`src/source/pi1q_params.svh`:
```
`ifndef PI1Q_PARAMS_SVH
`define PI1Q_PARAMS_SVH

// number of bus masters sharing the slave
// any value of 2 or more works, the queue holds one slot per master
// more masters means a longer rotation and so more latency per master
`define PI1Q_MASTERCOUNT 3

// width of a data word in bits
// the byte select width and the word address width follow from it
`define PI1Q_ARCHBITSZ 32

// number of word address bits the memory slave decodes
// the slave RAM holds 2 to this power words
`define PI1Q_MEMDEPTH_LOG2 6

// idle cycles the memory slave inserts after every real operation
// zero gives a slave that is ready on every cycle
`define PI1Q_SLAVE_WAIT 2

`endif
```
`src/source/pi1q_pkg.sv`:
```
`default_nettype none

// types shared by the request queue, the memory slave and the top level
package pi1q_pkg;

	`include "pi1q_params.svh"

	// operation code carried with every request
	typedef logic [1:0] pi1q_op_t;

	// bit 1 of the op code marks an operation that returns read data
	localparam pi1q_op_t PI_NOOP = 2'b00;
	localparam pi1q_op_t PI_WROP = 2'b01;
	localparam pi1q_op_t PI_RDOP = 2'b10;
	localparam pi1q_op_t PI_RWOP = 2'b11;

	// word address, the byte offset bits are dropped
	typedef logic [`PI1Q_ARCHBITSZ - $clog2(`PI1Q_ARCHBITSZ / 8) - 1:0] pi1q_addr_t;

	typedef logic [`PI1Q_ARCHBITSZ - 1:0] pi1q_data_t;

	// one select bit per byte lane of the data word
	typedef logic [`PI1Q_ARCHBITSZ / 8 - 1:0] pi1q_sel_t;

	// index of a master, which is also the index of its queue slot
	typedef logic [$clog2(`PI1Q_MASTERCOUNT) - 1:0] pi1q_midx_t;

	// a complete memory request as seen by the queue and the slave
	typedef struct packed {
		pi1q_op_t   op;
		pi1q_addr_t addr;
		pi1q_data_t data;
		pi1q_sel_t  sel;
	} pi1q_req_t;

endpackage

`default_nettype wire

```
`src/source/pi1q_subsys.sv`:
```
`timescale 1ns/1ps
`default_nettype none

`include "pi1q_params.svh"

// memory subsystem, several masters sharing one RAM slave through the queue
module pi1q_subsys import pi1q_pkg::*; (
	input  wire                                  m_clk_i,
	input  wire                                  rst_i,
	input  wire pi1q_req_t [`PI1Q_MASTERCOUNT-1:0] m_req_i,
	output pi1q_data_t [`PI1Q_MASTERCOUNT-1:0]     m_data_o,
	output logic [`PI1Q_MASTERCOUNT-1:0]           m_rdy_o
);

	// slave side bus between the queue and the RAM
	pi1q_req_t s_req;
	pi1q_data_t s_data;
	logic s_rdy;

	pi1q u_pi1q (
		.m_clk_i (m_clk_i),
		.rst_i   (rst_i),
		.m_req_i (m_req_i),
		.m_data_o(m_data_o),
		.m_rdy_o (m_rdy_o),
		.s_req_o (s_req),
		.s_data_i(s_data),
		.s_rdy_i (s_rdy)
	);

	// the slave shares the master clock, its ready level is the only back-pressure
	pi1q_mem_slave u_mem_slave (
		.m_clk_i (m_clk_i),
		.rst_i   (rst_i),
		.s_req_i (s_req),
		.s_data_o(s_data),
		.s_rdy_o (s_rdy)
	);

endmodule

`default_nettype wire

```
`src/source/pi1q_mem_slave.sv`:
```
`timescale 1ns/1ps
`default_nettype none

`include "pi1q_params.svh"

// memory slave behind the request queue
// byte-selectable RAM that stalls the queue with wait states after each access
module pi1q_mem_slave import pi1q_pkg::*; (
	input  wire            m_clk_i,
	input  wire            rst_i,
	input  wire pi1q_req_t s_req_i,
	output pi1q_data_t     s_data_o,
	output logic           s_rdy_o
);

	// word index inside the RAM, upper address bits are not decoded
	typedef logic [`PI1Q_MEMDEPTH_LOG2-1:0] mem_idx_t;

	// counter wide enough to hold the wait count, at least one bit
	localparam int unsigned WAIT_W = $clog2(`PI1Q_SLAVE_WAIT + 2);
	localparam int unsigned SEL_W = $bits(pi1q_sel_t);

	pi1q_data_t mem_q [2 ** `PI1Q_MEMDEPTH_LOG2];
	pi1q_data_t rdata_q;
	mem_idx_t word_idx;
	logic [WAIT_W-1:0] wait_q;
	logic accept;
	logic do_write;

	assign word_idx = s_req_i.addr[`PI1Q_MEMDEPTH_LOG2-1:0];

	// an idle op is never taken, even when the slave is ready
	assign accept = s_rdy_o && (s_req_i.op != PI_NOOP);
	assign do_write = (s_req_i.op == PI_WROP) || (s_req_i.op == PI_RWOP);

	// ready whenever no wait state is counting down
	assign s_rdy_o = (wait_q == '0);

	always_ff @(posedge m_clk_i) begin
		if (rst_i) begin
			wait_q <= '0;
		end else if (accept) begin
			wait_q <= WAIT_W'(`PI1Q_SLAVE_WAIT);
		end else if (wait_q != '0) begin
			wait_q <= wait_q - 1'b1;
		end
	end

	// the RAM comes out of reset holding zeros
	// writes only touch the byte lanes whose select bit is set
	always_ff @(posedge m_clk_i) begin
		if (rst_i) begin
			for (int w = 0; w < 2 ** `PI1Q_MEMDEPTH_LOG2; w++) begin
				mem_q[w] <= '0;
			end
		end else if (accept && do_write) begin
			for (int b = 0; b < SEL_W; b++) begin
				if (s_req_i.sel[b]) begin
					mem_q[word_idx][b*8 +: 8] <= s_req_i.data[b*8 +: 8];
				end
			end
		end
	end

	// every accepted op registers the word as it was before the access,
	// so a swap hands back the old contents
	// the value holds until the next accepted op
	always_ff @(posedge m_clk_i) begin
		if (rst_i) begin
			rdata_q <= '0;
		end else if (accept) begin
			rdata_q <= mem_q[word_idx];
		end
	end

	assign s_data_o = rdata_q;

endmodule

`default_nettype wire

```
`src/source/pi1q.sv`:
```
`timescale 1ns/1ps
`default_nettype none

`include "pi1q_params.svh"

// isolating request queue between several bus masters and one memory slave
// every master owns one queue slot, the slot whose index equals its own number
// the write side visits the masters in turn and the slave side issues the
// slots in the same order, so requests reach the slave in the order of the
// ready edges that accepted them
module pi1q import pi1q_pkg::*; (
	input  wire                                  m_clk_i,
	input  wire                                  rst_i,
	input  wire pi1q_req_t [`PI1Q_MASTERCOUNT-1:0] m_req_i,
	output pi1q_data_t [`PI1Q_MASTERCOUNT-1:0]     m_data_o,
	output logic [`PI1Q_MASTERCOUNT-1:0]           m_rdy_o,
	output pi1q_req_t                              s_req_o,
	input  wire pi1q_data_t                        s_data_i,
	input  wire                                    s_rdy_i
);

	// queue pointers carry one extra bit above the slot index so that
	// a full queue and an empty queue can be told apart
	typedef logic [$bits(pi1q_midx_t):0] qptr_t;

	localparam qptr_t QP_COUNT = qptr_t'(`PI1Q_MASTERCOUNT);
	localparam qptr_t QP_ALMOST = qptr_t'(`PI1Q_MASTERCOUNT - 1);
	// distance of one full lap of the index, a power of two
	localparam qptr_t QP_SPAN = qptr_t'(1 << $bits(pi1q_midx_t));
	localparam pi1q_midx_t IDX_LAST = pi1q_midx_t'(`PI1Q_MASTERCOUNT - 1);

	qptr_t rd_ptr_q;
	qptr_t wr_ptr_q;
	qptr_t q_usage;
	qptr_t span_less_hi;
	qptr_t skip_hold_q;

	pi1q_midx_t rd_idx;
	pi1q_midx_t wr_idx;
	pi1q_midx_t prev_rd_idx_q;
	pi1q_midx_t mstr_hi_q;
	pi1q_midx_t slv_hi_q;
	pi1q_midx_t hi_next_q;
	pi1q_midx_t scan_idx_q;

	logic q_not_empty;
	logic q_not_full;
	logic q_not_almost_full;
	logic pending_rd;
	logic grant_ok;
	logic q_we;
	logic issue_en;
	logic scan_hit;

	pi1q_op_t s_op_prev_q;
	pi1q_req_t head_req;
	pi1q_req_t wr_entry;
	pi1q_data_t [`PI1Q_MASTERCOUNT-1:0] ret_q;

	assign rd_idx = rd_ptr_q[$bits(pi1q_midx_t)-1:0];
	assign wr_idx = wr_ptr_q[$bits(pi1q_midx_t)-1:0];

	// number of slots written and not yet issued
	assign q_usage = wr_ptr_q - rd_ptr_q;
	assign q_not_empty = |q_usage;
	assign q_not_full = (q_usage < QP_COUNT);

	// with one slot left, that slot may still be waiting for its read data,
	// which only gets captured at the next issue, so it must not be reused
	assign q_not_almost_full = (q_usage < QP_ALMOST);
	assign pending_rd = (wr_entry.op == PI_RDOP) || (wr_entry.op == PI_RWOP);

	// no new request is taken while the slave side still runs on an older limit
	assign grant_ok = (mstr_hi_q == slv_hi_q) && q_not_full &&
		(q_not_almost_full || !pending_rd);

	// only the master under the write pointer can be ready
	always_comb begin
		for (int m = 0; m < `PI1Q_MASTERCOUNT; m++) begin
			m_rdy_o[m] = (wr_idx == pi1q_midx_t'(m)) && grant_ok;
		end
	end

	assign q_we = |m_rdy_o;

	pi1q_dram u_queue_ram (
		.m_clk_i (m_clk_i),
		.we_i    (q_we),
		.waddr_i (wr_idx),
		.wdata_i (m_req_i[wr_idx]),
		.raddr_i (rd_idx),
		.rdata_o (head_req),
		.wrdata_o(wr_entry)
	);

	// the slave sees the head entry, an empty queue shows as an idle op
	always_comb begin
		s_req_o = head_req;
		if (!q_not_empty) begin
			s_req_o.op = PI_NOOP;
		end
	end

	// advance when the slave can take the head, or when both this entry and
	// the last one issued are idle, since the slave ignores idle ops anyway
	assign issue_en = (s_rdy_i || (s_op_prev_q == PI_NOOP && s_req_o.op == PI_NOOP)) &&
		q_not_empty;

	// scan the masters from the top down, one per cycle, for the highest one
	// presenting a real op; that becomes the rotation limit of a later round
	assign scan_hit = (m_req_i[scan_idx_q].op != PI_NOOP);

	always_ff @(posedge m_clk_i) begin
		if (rst_i) begin
			hi_next_q <= IDX_LAST;
			scan_idx_q <= IDX_LAST;
		end else if (scan_idx_q == '0 || scan_hit) begin
			// the limit never drops below 1 so the rotation always has two stops
			if (scan_hit) begin
				hi_next_q <= (scan_idx_q > '0) ? scan_idx_q : pi1q_midx_t'(1);
			end
			scan_idx_q <= IDX_LAST;
		end else begin
			scan_idx_q <= scan_idx_q - pi1q_midx_t'(1);
		end
	end

	// step that carries the write pointer from the limit to slot 0 of the next lap
	assign span_less_hi = QP_SPAN - qptr_t'(mstr_hi_q);

	// write side
	always_ff @(posedge m_clk_i) begin
		if (rst_i) begin
			wr_ptr_q <= '0;
			mstr_hi_q <= IDX_LAST;
			skip_hold_q <= QP_SPAN - qptr_t'(IDX_LAST);
		end else if (q_we) begin
			if (wr_idx < mstr_hi_q) begin
				wr_ptr_q <= wr_ptr_q + qptr_t'(1);
			end else begin
				// end of a lap, jump over the idle masters above the limit
				// and keep the jump for the slave side to repeat
				skip_hold_q <= span_less_hi;
				wr_ptr_q <= wr_ptr_q + span_less_hi;
				mstr_hi_q <= hi_next_q;
			end
		end
	end

	// slave side, it follows the write side limit one lap later
	always_ff @(posedge m_clk_i) begin
		if (rst_i) begin
			rd_ptr_q <= '0;
			slv_hi_q <= IDX_LAST;
			prev_rd_idx_q <= '0;
			s_op_prev_q <= PI_NOOP;
			ret_q <= '0;
		end else if (issue_en) begin
			s_op_prev_q <= s_req_o.op;
			// the slave's data belongs to the entry issued before this one
			ret_q[prev_rd_idx_q] <= s_data_i;
			prev_rd_idx_q <= rd_idx;
			if (rd_idx < slv_hi_q) begin
				rd_ptr_q <= rd_ptr_q + qptr_t'(1);
			end else begin
				rd_ptr_q <= rd_ptr_q + skip_hold_q;
				slv_hi_q <= mstr_hi_q;
			end
		end
	end

	// a master picks its data up at its next ready edge
	assign m_data_o = ret_q;

endmodule

`default_nettype wire

```
`src/source/pi1q_dram.sv`:
```
`timescale 1ns/1ps
`default_nettype none

`include "pi1q_params.svh"

// storage for the request queue, one request per master
// one synchronous write port and two asynchronous read ports
module pi1q_dram import pi1q_pkg::*; (
	input  wire             m_clk_i,
	input  wire             we_i,
	input  wire pi1q_midx_t waddr_i,
	input  wire pi1q_req_t  wdata_i,
	input  wire pi1q_midx_t raddr_i,
	output pi1q_req_t       rdata_o,
	output pi1q_req_t       wrdata_o
);

	// each entry is only ever used by the master with the same index
	pi1q_req_t mem_q [`PI1Q_MASTERCOUNT];

	// the write lands at the clock edge where the owning master is ready
	always_ff @(posedge m_clk_i) begin
		if (we_i) begin
			mem_q[waddr_i] <= wdata_i;
		end
	end

	// head of the queue, this is what the slave side issues
	assign rdata_o = mem_q[raddr_i];

	// entry sitting under the write pointer
	// its op shows whether the slave still owes read data for it
	assign wrdata_o = mem_q[waddr_i];

endmodule

`default_nettype wire

```
`config.mk`:
```
export PLATFORM = sky130hd
export DESIGN_NAME = pi1q_subsys
export DESIGN_NICKNAME = d
export VERILOG_FILES = /design/src/source/pi1q_pkg.sv /design/src/source/pi1q_subsys.sv /design/src/source/pi1q_mem_slave.sv /design/src/source/pi1q.sv /design/src/source/pi1q_dram.sv
export VERILOG_INCLUDE_DIRS = /design/src /design/src/source
export SDC_FILE = /design/constraint.sdc
export NUM_CORES = 2
export LEC_CHECK = 0
export ABC_AREA = 1
export BUFFER_PORTS_ARGS = -buffer_cell sky130_fd_sc_hd__buf_2
export CAP_MARGIN = 0
export CORE_ASPECT_RATIO = 0.6
export CORE_MARGIN = 10
export CORE_UTILIZATION = 52
export CTS_CLUSTER_DIAMETER = 50
export CTS_CLUSTER_SIZE = 30
export DETAILED_ROUTE_END_ITERATION = 8
export GPL_TIMING_DRIVEN = 1
export HOLD_SLACK_MARGIN = 0.08
export PLACE_DENSITY = 0.71
export SYNTH_ARGS = -nofsm -noshare
export SYNTH_HDL_FRONTEND = slang
export SYNTH_HIERARCHICAL = 1
export SYNTH_SLANG_ARGS = --single-unit
```
`constraint.sdc`:
```
create_clock -name m_clk_i -period 9.3 [get_ports m_clk_i]
set_input_delay 1.395 -clock m_clk_i [delete_from_list [all_inputs] [get_ports m_clk_i]]
set_output_delay 1.395 -clock m_clk_i [all_outputs]
set_load 0.02 [all_outputs]
```
==> metrics.md <==
| Metric | Value |
|---|---|
| Status | finished, final reports clean |
| Overflow after GRT | 0 |
| Synthesized area | about 0.11 mm2 |
| Unrepaired setup endpoints after global routing | false |
| Layout Nets | around 12k |
| CTS root buffer | clkbuf_16 |
| R2R setup slack | roughly 3.3 ns |
| Port bufs | 232 |
| Critical Path RT | 10.04 ns |
| CTS tree | done |
| Slew HR | 6.37% |
| Final setup TNS | 0 ns |
| Clock Latency Late Sink | about 0.85 ns |
| Fill count | between 15k and 20k |
| DR WL met2 | 133000 um |
| Startpoint Class | flop |
| Vias per cell | between 5 and 6 |
| Core Box Area | around 0.21 mm2 |
| Critical path endpoint | u_mem_slave/s_data_o[30] |
| WHS | ~0.49 ns |
| Layout area overhead | 6.90% |
| Initial antenna violation count | 20 |
| Met1 WL | 129000 um |
| Worst R2R Start | u_pi1q/rd_ptr_q[1] |
| CP Max Fanout | 141 |
| Dpl hpwl | between 200000 and 250000 um |
| WP data arrival | approximately 6.8 ns |
| Post_cts resized | 0 |
| Rows | roughly 130 |
| DRC Markers | 0 |
| Largest net degree at the start of global routing | between 200 and 250 |
| Post-route ant nets | 0 |
| Most common cell on crit path | buf_4 |
| Kind of critical path | reg2reg |
| Worst-margin pin slew | between 1 and 1.5 ns |
| Sink Count | about 2.3k |
| GRT Util Overall | a little over a quarter |
| CP Cell Sequence | buf_4, inv_2, buf_4, nand3_1, nand2_4, inv_8, buf_4, buf_4, nand2_1, nand3_1, nand2_1, o21ai_0, nand3_1, nor2_1, a21oi_1 |
| Die X | around 620 um |
| Fmax | 0.166 GHz |
| Reg-to-reg critical path endpoint | u_mem_slave/s_data_o[30] |
| Die ar. | between 0.2 and 0.25 mm2 |
| Clock skew | about 0.043 ns |
| Initial Util | 52.2% |
| Crit path launch | u_pi1q/rd_ptr_q[1] |
| Highest Signal Layer | met5 |
| Avg WL per Cell | between 20 and 25 um |
| Post-route worst setup slack | 3.27 ns |
| Maximum vdd drop | 0.385 mV |
| Die Span Y | between 300 and 400 um |
| Max-capacitance violation count | 0 |
| TritonCTS Buffers | 147 |
| Vias in the first global route | 76.3k |
| Setup bufs post-CTS | 0 |
| Util after Layout | 55.8% |
| Minimum clock period | about 6.0 ns |
| Final Setup Violations | 0 |
| CP endpoint kind | flop |
| H-tree Lvls | 4 |
| Via count | 82.7k |
| Total wire length | 322000 um |
| Leakage power | approximately 54 nW |
| Slowest cell on crit path | buf_4 |
| Hold_buf cts | 0 |
| First-pass GRT wire length | about 470000 um |
| Reg2Reg Depth | 15 |
| Post-Synthesis Cells | roughly 12k |
| IO Pins | roughly 310 |
| Drt first pass iters | 8 |
| YS warnings | 6 |
| Crit-path max cell delay | between 0.9 and 1 ns |
| PD cells | approximately 330 mW/mm2 |
| Post-placement setup slack | ~3.5 ns |
| Hold Crit Class | reg2reg |
| Max-slew violation count | 0 |
| Final period util | approximately 65% |
| Final Wtd Congestion | ~0.89 |
| Met3 routed WL | 48800 um |
| Starting DRT DRC Count | 11.5k |
| Final hold vios | 0 |
| Hold Path Origin | u_pi1q/scan_idx_q[0] |
| Share of cells above drive strength 1 | 10.3% |
| Post-synth net total | 12.4k |
| Worst-case clock buffer depth | 4 |
| Mean area per synthesized cell | 9.12 um2 |
| Clock transition at the registers of the reported paths | roughly 0.090 ns |
==> layer usage <==
layer | vias to the layer above | global-route usage [%]
met3 | 536 | 9.59
met5 | - | 1.81
met4 | 24 | 7.89
li1 | 38000 | -
met1 | 39500 | 37.9
met2 | 4670 | 38.2
==> flip-flops by register name (all words and copies together), names as in the netlist <==
signal	count
u_pi1q/skip_hold_q	3
u_pi1q/m_data_o	96
u_pi1q/rd_ptr_q	3
u_pi1q/prev_rd_idx_q	2
u_mem_slave/mem_q	2048
u_mem_slave/wait_q	2
u_pi1q/s_op_prev_q	2
u_pi1q/mstr_hi_q	2
u_pi1q/hi_next_q	2
u_pi1q/slv_hi_q	2
u_pi1q/wr_ptr_q	3
u_pi1q/u_queue_ram/mem_q	132
u_mem_slave/s_data_o	32
u_pi1q/scan_idx_q	2
==> critical path: cells and delay by family, from the launching register on <==
kind,cells,cell delay [ns]
buffers and inverters,6,3.24
and+or+nand+nor,7,1.61
AOI/OAI and AO/OA,2,0.60
DFF,1,0.32
==> metrics by stage <==
stage / cells / instance area, um2 / power (mW)
final: 14900 / 118000 / 38.6
after detailed placement: 14600 / 113000 / 31.0
after global placement: 14600 / 113000 / 30.6
after global routing: 14900 / 118000 / 40.4
after floorplan: 12100 / 111000 / 24.7
after CTS: 14900 / 118000 / 38.1
==> power breakdown <==
| group | internal [mW] | switching [mW] | total (mW) |
|---|---|---|---|
| combinational | 4.03 | 14.4 | 18.4 |
| clock | 3.40 | 3.84 | 7.25 |
| sequential | 12.4 | 0.516 | 12.9 |
| total | 19.8 | 18.8 | 38.6 |
==> worst min-delay path by stage <==
stage / endpoint / slack (ns) / cells past startpoint
floorplan: u_pi1q/scan_idx_q[0] / 0.42 / 1
global placement: u_pi1q/scan_idx_q[0] / 0.44 / 1
detailed placement: u_pi1q/scan_idx_q[0] / 0.46 / 1
CTS: u_pi1q/scan_idx_q[0] / 0.48 / 1
global route: u_mem_slave/wait_q[1] / 0.49 / 2
finish: u_pi1q/scan_idx_q[0] / 0.49 / 1
==> cells in the final DEF, fill, tap and decap left out, types with 94 or more instances in the layout <==
cell          n
nor2_1     2768
nand2_1    2761
edfxtp_1   2180
inv_1      1445
nand3_1     824
o21ai_0     400
or2_2       320
buf_2       232
o211ai_1    160
clkbuf_16   151
dfxtp_1     148
nand2_2      97
nand2_4      94
==> area by class of cell <==
cell class	count	area [um2]	share of cell area (%)
clock buffers	164	3830	3.24
repair buffers	330	1970	1.67
clock inverters	92	1170	0.988
diodes	14	35.0	0.0296
inverters	1498	5690	4.81
multi-input cells	7609	33600	28.4
flip-flops and latches	2331	68500	57.9
well taps	2859	3580	3.02
Power figures use the tool's default switching activity.
